**src/capPkg.sv**
```systemverilog
package capPkg;

    //////////////////////////////////////////////////
    // Widths.
    //////////////////////////////////////////////////
    localparam int DATA_W = 8;    // Sensor byte.
    localparam int WORD_W = 16;   // Line buffer word.
    localparam int ADDR_W = 14;   // Line buffer address.

    //////////////////////////////////////////////////
    // Sensor header bytes.
    //////////////////////////////////////////////////
    // Every tag follows the prefix FF 00 00.
    localparam logic [DATA_W-1:0] SYNC_B0 = 8'hFF;
    localparam logic [DATA_W-1:0] SYNC_B1 = 8'h00;
    localparam logic [DATA_W-1:0] SYNC_B2 = 8'h00;

    // Frame opens with three tags in this order.
    localparam logic [DATA_W-1:0] TAG_FRAME1 = 8'hB6;
    localparam logic [DATA_W-1:0] TAG_FRAME2 = 8'hAB;
    localparam logic [DATA_W-1:0] TAG_FRAME3 = 8'h9D;

    localparam logic [DATA_W-1:0] TAG_LINE = 8'h80;   // Opens each line.

    //////////////////////////////////////////////////
    // Stage structs.
    //////////////////////////////////////////////////
    typedef struct packed {
        logic              valid;   // One-cycle strobe.
        logic [DATA_W-1:0] data;
    } sensorByte_s;

    typedef struct packed {
        logic              valid;
        logic [DATA_W-1:0] data;
        logic              lastOfLine;    // Final byte of a line.
        logic              lastOfFrame;   // Final byte of the last line.
    } payloadByte_s;

    typedef struct packed {
        logic              valid;
        logic [WORD_W-1:0] data;          // First byte high.
        logic              lastOfLine;
        logic              lastOfFrame;
    } pixelWord_s;

    // Write port of the two single-port line buffers.
    typedef struct packed {
        logic              en;
        logic              bank;          // Which buffer, 0 or 1.
        logic [ADDR_W-1:0] addr;
        logic [WORD_W-1:0] data;
    } ramWrite_s;

endpackage

```
**src/pixelSampler.sv**
```systemverilog
`timescale 1ns/10ps

module pixelSampler (
    input  logic                        iClk,
    input  logic                        iRst_N,
    input  logic                        irPclk,
    input  logic [capPkg::DATA_W-1:0]   irData,
    output capPkg::sensorByte_s         sampled
);

    logic [2:0]                  pclkSync;    // [0],[1] synchronizer, [2] history.
    logic [capPkg::DATA_W-1:0]   dataSync0;   // First sync stage of the bus.
    logic [capPkg::DATA_W-1:0]   dataSync1;   // Second sync stage.
    logic                        pclkRise;
    logic                        riseSeen;    // Edge found, byte held.
    logic [capPkg::DATA_W-1:0]   byteHold;
    logic                        byteValid;
    logic [capPkg::DATA_W-1:0]   byteData;

    // Low before, high now.
    assign pclkRise = pclkSync[1] & ~pclkSync[2];

    //////////////////////////////////////////////////
    // Pixel clock synchronizer and edge flag.
    always_ff @(posedge iClk or negedge iRst_N) begin
        if (!iRst_N) begin
            pclkSync  <= '0;
            riseSeen  <= 1'b0;
            byteValid <= 1'b0;
        end else begin
            pclkSync  <= {pclkSync[1:0], irPclk};
            riseSeen  <= pclkRise;
            byteValid <= riseSeen;   // One strobe per rising edge.
        end
    end

    // Data path carries no reset.
    always_ff @(posedge iClk) begin
        dataSync0 <= irData;
        dataSync1 <= dataSync0;
        if (pclkRise) begin
            byteHold <= dataSync1;   // Bus as seen at the first high sample.
        end
        if (riseSeen) begin
            byteData <= byteHold;
        end
    end

    assign sampled = '{valid: byteValid, data: byteData};

endmodule

```
**src/syncDetector.sv**
```systemverilog
`timescale 1ns/10ps

module syncDetector #(
    parameter int BYTES_PER_LINE  = 1024,   // Must be even.
    parameter int LINES_PER_FRAME = 192
) (
    input  logic                    iClk,
    input  logic                    iRst_N,
    input  logic                    ramInitDone,
    input  capPkg::sensorByte_s     sampled,
    output capPkg::payloadByte_s    payload,
    output logic                    frameStart
);

    localparam int BCNT_W = $clog2(BYTES_PER_LINE);
    localparam int LCNT_W = $clog2(LINES_PER_FRAME);

    typedef enum logic [2:0] {
        sWaitInit,    // Line buffer owner not ready yet.
        sFrameTag1,
        sFrameTag2,
        sFrameTag3,
        sLineTag,
        sPayload
    } state_e;

    state_e                      state;
    logic [capPkg::DATA_W-1:0]   hist0;       // Newest byte.
    logic [capPkg::DATA_W-1:0]   hist1;
    logic [capPkg::DATA_W-1:0]   hist2;       // Oldest byte.
    logic                        prefixOk;
    logic                        tagSeen;     // Byte arrives right after FF 00 00.
    logic [BCNT_W-1:0]           byteCnt;
    logic [LCNT_W-1:0]           lineCnt;
    logic                        lastByte;
    logic                        lastLine;
    logic                        outValid;
    logic [capPkg::DATA_W-1:0]   outData;
    logic                        outLastLine;
    logic                        outLastFrame;

    assign prefixOk = (hist2 == capPkg::SYNC_B0) &&
                      (hist1 == capPkg::SYNC_B1) &&
                      (hist0 == capPkg::SYNC_B2);
    assign tagSeen  = sampled.valid && prefixOk;

    assign lastByte = (byteCnt == BCNT_W'(BYTES_PER_LINE - 1));
    assign lastLine = (lineCnt == LCNT_W'(LINES_PER_FRAME - 1));

    //////////////////////////////////////////////////
    // Header search FSM and line counters.
    //////////////////////////////////////////////////
    always_ff @(posedge iClk or negedge iRst_N) begin
        if (!iRst_N) begin
            state      <= sWaitInit;
            hist0      <= '0;
            hist1      <= '0;
            hist2      <= '0;
            byteCnt    <= '0;
            lineCnt    <= '0;
            outValid   <= 1'b0;
            frameStart <= 1'b0;
        end else begin
            outValid   <= 1'b0;   // Strobes by default.
            frameStart <= 1'b0;

            if (sampled.valid) begin
                hist2 <= hist1;
                hist1 <= hist0;
                hist0 <= sampled.data;
            end

            case (state)
                sWaitInit: begin
                    if (ramInitDone) begin
                        state <= sFrameTag1;
                    end
                end
                // A wrong byte keeps the search where it is.
                sFrameTag1: begin
                    if (tagSeen && sampled.data == capPkg::TAG_FRAME1) begin
                        state <= sFrameTag2;
                    end
                end
                sFrameTag2: begin
                    if (tagSeen && sampled.data == capPkg::TAG_FRAME2) begin
                        state <= sFrameTag3;
                    end
                end
                sFrameTag3: begin
                    if (tagSeen && sampled.data == capPkg::TAG_FRAME3) begin
                        state      <= sLineTag;
                        frameStart <= 1'b1;   // Frame header complete.
                        lineCnt    <= '0;
                    end
                end
                sLineTag: begin
                    if (tagSeen && sampled.data == capPkg::TAG_LINE) begin
                        state   <= sPayload;
                        byteCnt <= '0;
                    end
                end
                sPayload: begin
                    if (sampled.valid) begin
                        outValid <= 1'b1;     // Forward every payload byte.
                        if (lastByte) begin
                            byteCnt <= '0;
                            if (lastLine) begin
                                lineCnt <= '0;
                                state   <= sFrameTag1;   // Next frame needs a full header.
                            end else begin
                                lineCnt <= lineCnt + 1'b1;
                                state   <= sLineTag;
                            end
                        end else begin
                            byteCnt <= byteCnt + 1'b1;
                        end
                    end
                end
                default: state <= sWaitInit;
            endcase
        end
    end

    // Payload byte and its markers.
    always_ff @(posedge iClk) begin
        if (sampled.valid) begin
            outData      <= sampled.data;
            outLastLine  <= lastByte;
            outLastFrame <= lastByte && lastLine;
        end
    end

    assign payload = '{valid:       outValid,
                       data:        outData,
                       lastOfLine:  outLastLine,
                       lastOfFrame: outLastFrame};

endmodule

```
**src/wordPacker.sv**
```systemverilog
`timescale 1ns/10ps

module wordPacker (
    input  logic                    iClk,
    input  logic                    iRst_N,
    input  capPkg::payloadByte_s    payload,
    output capPkg::pixelWord_s      word
);

    logic                        haveHigh;   // Even byte waiting for its pair.
    logic [capPkg::DATA_W-1:0]   highByte;
    logic                        wordValid;
    logic [capPkg::WORD_W-1:0]   wordData;
    logic                        wordLastLine;
    logic                        wordLastFrame;

    //////////////////////////////////////////////////
    // Pair tracking.
    always_ff @(posedge iClk or negedge iRst_N) begin
        if (!iRst_N) begin
            haveHigh  <= 1'b0;
            wordValid <= 1'b0;
        end else begin
            wordValid <= 1'b0;
            if (payload.valid) begin
                if (haveHigh) begin
                    haveHigh  <= 1'b0;
                    wordValid <= 1'b1;   // Odd byte closes the pair.
                end else begin
                    haveHigh <= ~payload.lastOfLine;   // Lone byte at line end is dropped.
                end
            end
        end
    end

    // Word assembly, first byte high.
    always_ff @(posedge iClk) begin
        if (payload.valid) begin
            if (!haveHigh) begin
                highByte <= payload.data;
            end else begin
                wordData      <= {highByte, payload.data};
                wordLastLine  <= payload.lastOfLine;
                wordLastFrame <= payload.lastOfFrame;
            end
        end
    end

    assign word = '{valid:       wordValid,
                    data:        wordData,
                    lastOfLine:  wordLastLine,
                    lastOfFrame: wordLastFrame};

endmodule

```
**src/lineWriter.sv**
```systemverilog
`timescale 1ns/10ps

module lineWriter (
    input  logic                iClk,
    input  logic                iRst_N,
    input  capPkg::pixelWord_s  word,
    output capPkg::ramWrite_s   ramWr,
    output logic                lineDone,
    output logic                frameDone
);

    logic [capPkg::ADDR_W-1:0]   addrCnt;    // Next free address in this line.
    logic                        bankSel;    // Buffer taking the current line.
    logic                        wrEn;
    logic                        wrBank;
    logic [capPkg::ADDR_W-1:0]   wrAddr;
    logic [capPkg::WORD_W-1:0]   wrData;
    logic                        frameLast;  // Last write of the frame is going out.

    //////////////////////////////////////////////////
    // Address, bank and done pulses.
    //////////////////////////////////////////////////
    always_ff @(posedge iClk or negedge iRst_N) begin
        if (!iRst_N) begin
            addrCnt   <= '0;
            bankSel   <= 1'b0;   // Buffer 0 first.
            wrEn      <= 1'b0;
            wrBank    <= 1'b0;
            wrAddr    <= '0;
            lineDone  <= 1'b0;
            frameLast <= 1'b0;
            frameDone <= 1'b0;
        end else begin
            wrEn      <= word.valid;                       // One write per word.
            lineDone  <= word.valid && word.lastOfLine;    // Same cycle as the write.
            frameLast <= word.valid && word.lastOfFrame;
            frameDone <= frameLast;                        // One cycle after the write.

            if (word.valid) begin
                wrBank <= bankSel;
                wrAddr <= addrCnt;
                if (word.lastOfLine) begin
                    addrCnt <= '0;
                    bankSel <= ~bankSel;   // Swap buffers for the next line.
                end else begin
                    addrCnt <= addrCnt + 1'b1;
                end
            end
        end
    end

    // Write data.
    always_ff @(posedge iClk) begin
        if (word.valid) begin
            wrData <= word.data;
        end
    end

    assign ramWr = '{en:   wrEn,
                     bank: wrBank,
                     addr: wrAddr,
                     data: wrData};

endmodule

```
**src/irCapture.sv**
```systemverilog
`timescale 1ns/10ps

module irCapture #(
    parameter int BYTES_PER_LINE  = 1024,   // Must be even.
    parameter int LINES_PER_FRAME = 192
) (
    input  logic                        iClk,
    input  logic                        iRst_N,
    input  logic                        irPclk,
    input  logic [capPkg::DATA_W-1:0]   irData,
    input  logic                        ramInitDone,   // Line buffer owner is ready.
    output capPkg::ramWrite_s           ramWr,
    output logic                        capFrameStart,
    output logic                        capLineDone,
    output logic                        capFrameDone
);

    capPkg::sensorByte_s    sampledByte;
    capPkg::payloadByte_s   payloadByte;
    capPkg::pixelWord_s     pixelWord;

    //////////////////////////////////////////////////
    // Sampler, header search, packer, writer.
    pixelSampler pixelSampler_i (
        .iClk    (iClk),
        .iRst_N  (iRst_N),
        .irPclk  (irPclk),
        .irData  (irData),
        .sampled (sampledByte)
    );

    syncDetector #(
        .BYTES_PER_LINE  (BYTES_PER_LINE),
        .LINES_PER_FRAME (LINES_PER_FRAME)
    ) syncDetector_i (
        .iClk        (iClk),
        .iRst_N      (iRst_N),
        .ramInitDone (ramInitDone),
        .sampled     (sampledByte),
        .payload     (payloadByte),
        .frameStart  (capFrameStart)
    );

    wordPacker wordPacker_i (
        .iClk    (iClk),
        .iRst_N  (iRst_N),
        .payload (payloadByte),
        .word    (pixelWord)
    );

    lineWriter lineWriter_i (
        .iClk      (iClk),
        .iRst_N    (iRst_N),
        .word      (pixelWord),
        .ramWr     (ramWr),
        .lineDone  (capLineDone),    // 6 cycles after the last byte's pixel clock edge.
        .frameDone (capFrameDone)
    );

endmodule

```
**config.mk**
```make
export PLATFORM = sky130hd
export DESIGN_NAME = irCapture
export DESIGN_NICKNAME = d
export VERILOG_FILES = /design/src/capPkg.sv /design/src/pixelSampler.sv /design/src/syncDetector.sv /design/src/wordPacker.sv /design/src/lineWriter.sv /design/src/irCapture.sv
export SDC_FILE = /design/constraint.sdc
export NUM_CORES = 1
export LEC_CHECK = 0
export BUFFER_PORTS_ARGS = -buffer_cell sky130_fd_sc_hd__buf_2
export CORE_AREA = 4 4 132 134
export CTS_BUF_LIST = sky130_fd_sc_hd__clkbuf_16
export DETAILED_ROUTE_END_ITERATION = 8
export DIE_AREA = 0 0 136 138
export GPL_ROUTABILITY_DRIVEN = 0
export GPL_TIMING_DRIVEN = 0
export PLACE_DENSITY = 0.6
export SYNTH_ARGS = -nofsm -noshare
export SYNTH_HDL_FRONTEND = slang
export SYNTH_SLANG_ARGS = --single-unit
```
**constraint.sdc**
```tcl
create_clock -name iClk -period 3.35 [get_ports iClk]
set_clock_uncertainty 0.15 [all_clocks]
set_input_delay 0.5025 -clock iClk [delete_from_list [all_inputs] [get_ports iClk]]
set_output_delay 0.5025 -clock iClk [all_outputs]
set_load 0.05 [all_outputs]
```
==> run metrics <==
status completed; vias per cell ~4.8; endpoints failing setup 0; initial antenna violation count 0; post-DR wirelength/cell 13.8 um; largest net degree at the start of global routing around 70; IO buf count between 40 and 50; Layout fillers 1,456; Worst-path clk slew approximately 0.070 ns; Hold Fails Final Rpt 0; Clock Latency Late Sink 0.43 ns; grt total ovfl 0; Max Slew Vio Count 0; FFs w/ async S/R, synth 0.512; crit-path cells buf_4 -> or4b_4 -> nor4_4 -> nand4_4 -> a22o_1 -> a22o_1; CTS root buffer clkbuf_16; ANT nets after route 0; Vert. Die Dim 138 um; Max H-tree Level 4; Die ar. 0.0188 sq mm; cts bufs inserted 17; Distinct cells, synth 53; # Max-Cap Violations 0; WP data arrival 3.13 ns; Placeable Area 0.0163 sq mm; CP startpoint kind register; first-pass iteration count of the detailed router 4; routed wire length 10,200 um; global-route wire length before repair 17,300 um; Final #Nets just over 500; top-count cell post-synth dfrtp_1; period utilization 0.885; Ant. Diodes 0; Starting Density 0.392; area leader, netlist dfrtp_1; CP dominant cell by count a22o_1; routed via count between 3,000 and 4,000; P per Cell Area between 600 and 700 mW/mm^2; Post-Syn Nets 450; hold buffer count at CTS 2; Row Count 47; total of warnings raised by yosys 0; Post-synth EDFFs 68; GR Util met3 0.0305; GRT Total Usage 0.116; Synth Flop Type dfrtp_1; fin crit period between 2 and 3 ns; Final Util 0.462; vias in the first global route about 3,600; critical path peak fanout 11; Pleak 3.11 nW; CTS tree done; Initial DRC Count between 200 and 250; Peak Freq around 340 MHz; crit end category register; # Post-CTS Setup Buffers 0; top post-synthesis cells by area dfrtp_1, edfxtp_1, mux2_2, dfxtp_1, nor2_1; worst setup path class register to register; register area share after synthesis 0.716; proportion of netlist area held by the largest area contributor 0.345; slowest CP cell dfrtp_1; Area Overhead vs Synth 18.0%; Post-Syn Instances between 400 and 500; CTS Buffer Depth 2; cts repair resizes 0; CP required around 3.5 ns; clk sinks 172; synth cell count leaders dfrtp_1, edfxtp_1, mux2_2; IO Count between 40 and 50; Detailed Place HPWL roughly 7000 um; Synth Area per Inst between 10 and 15 sq um; worst hold path type input port to register; Die W between 100 and 150 um; DRC violations left 0; worst IR drop on VDD just under 0.4 mV; worst slew pin tran around 0.77 ns; share of cells above drive strength 1 0.264; grt met2 use 0.175; synthesized flop and latch total between 150 and 200; most used routing layer met2; met1 usage 0.154; Cell Area, Synth 0.00638 sq mm; RSZ-0062 raised after global routing false; setup_tns 0 ns; max incr delay on CP roughly 0.60 ns; slew margin rel. 0.489
==> report_power, final <==
group | leakage (nW) | total [mW] | switching [mW] | internal (mW)
logic | 0.900 | 0.430 | 0.247 | 0.183
registers | 1.92 | 2.44 | 0.0972 | 2.34
clock network | 0.291 | 1.91 | 0.901 | 1.00
==> final cells by class <==
cell class	instances	area, sq um	share of cell area
Clock buffer	17	425	0.0565
Sequential cell	172	4560	0.606
Multi-Input combinational cell	238	1700	0.226
Inverter	10	37.5	0.00499
Buffer	15	72.6	0.00964
Tap cell	220	275	0.0366
Timing Repair Buffer	49	280	0.0372
Clock inverter	15	166	0.0221
==> logic make-up (layout without fill, tap and decap cells) <==
family	count (synthesis)	in the layout	synth area share
buf+inv	25	106	0.0173
fa+ha+maj	3	3	0.00589
compound gates	60	60	0.0634
simple gates	121	121	0.107
xor+xnor	9	9	0.0124
mux	45	45	0.0787
flops	172	172	0.716
==> final timing paths <==
path,slack (ns),depth (start not counted),to,start
max,0.38,6,syncDetector_i.byteCnt[3],pixelSampler_i.byteValid
min,0.03,1,pixelSampler_i.dataSync0[1],irData[1]
max reg2reg,0.38,6,syncDetector_i.byteCnt[3],pixelSampler_i.byteValid
min reg2reg,0.18,0,pixelSampler_i.dataSync1[7],pixelSampler_i.dataSync0[7]
max in group asynchronous,2.07,3,lineWriter_i.addrCnt[2],iRst_N
min in group asynchronous,0.36,2,syncDetector_i.lineCnt[7],iRst_N
==> metrics by stage <==
step	cells	instance area (sq um)	worst slack, ns	hold slack, ns	total power [mW]
floorplan	435	6380	0.753	0.0569	2.77
global placement	701	6880	0.378	0.161	2.88
detailed placement	702	6910	0.369	0.162	2.91
CTS	736	7530	0.361	0.00343	4.83
global route	736	7530	0.226	0.00430	4.99
finish	736	7530	0.384	0.0278	4.77
==> worst max-delay path, delay by kind of cell (launching register included) <==
kind	cells	cell delay, ns
AOI/OAI and AO/OA	2	0.53
buffers and inverters	1	0.26
DFF	1	0.60
and+or+nand+nor	3	1.32
==> sequential cells by signal, summed over array words and instances (netlist names), 10 cells and up <==
signal,flops
wordPacker_i.wordData,16
syncDetector_i.byteCnt,10
lineWriter_i.wrData,16
lineWriter_i.wrAddr,14
lineWriter_i.addrCnt,14
==> routing by layer <==
metal,vias up,share of wire
met4,0,0.021
met1,1729,0.47
met2,68,0.47
met3,19,0.042
li1,1750,-
met5,-,0
==> layout by cell type, fill, tap and decap left out, types with 11 or more instances in the layout <==
master	count
dfrtp_1	88
edfxtp_1	68
buf_2	46
mux2_2	41
nor2_1	28
nand2_1	19
clkbuf_16	17
dfxtp_1	16
nand3_1	14
a21oi_1	13
o21ai_0	11
No activity file was read; power rests on OpenSTA's default activity.
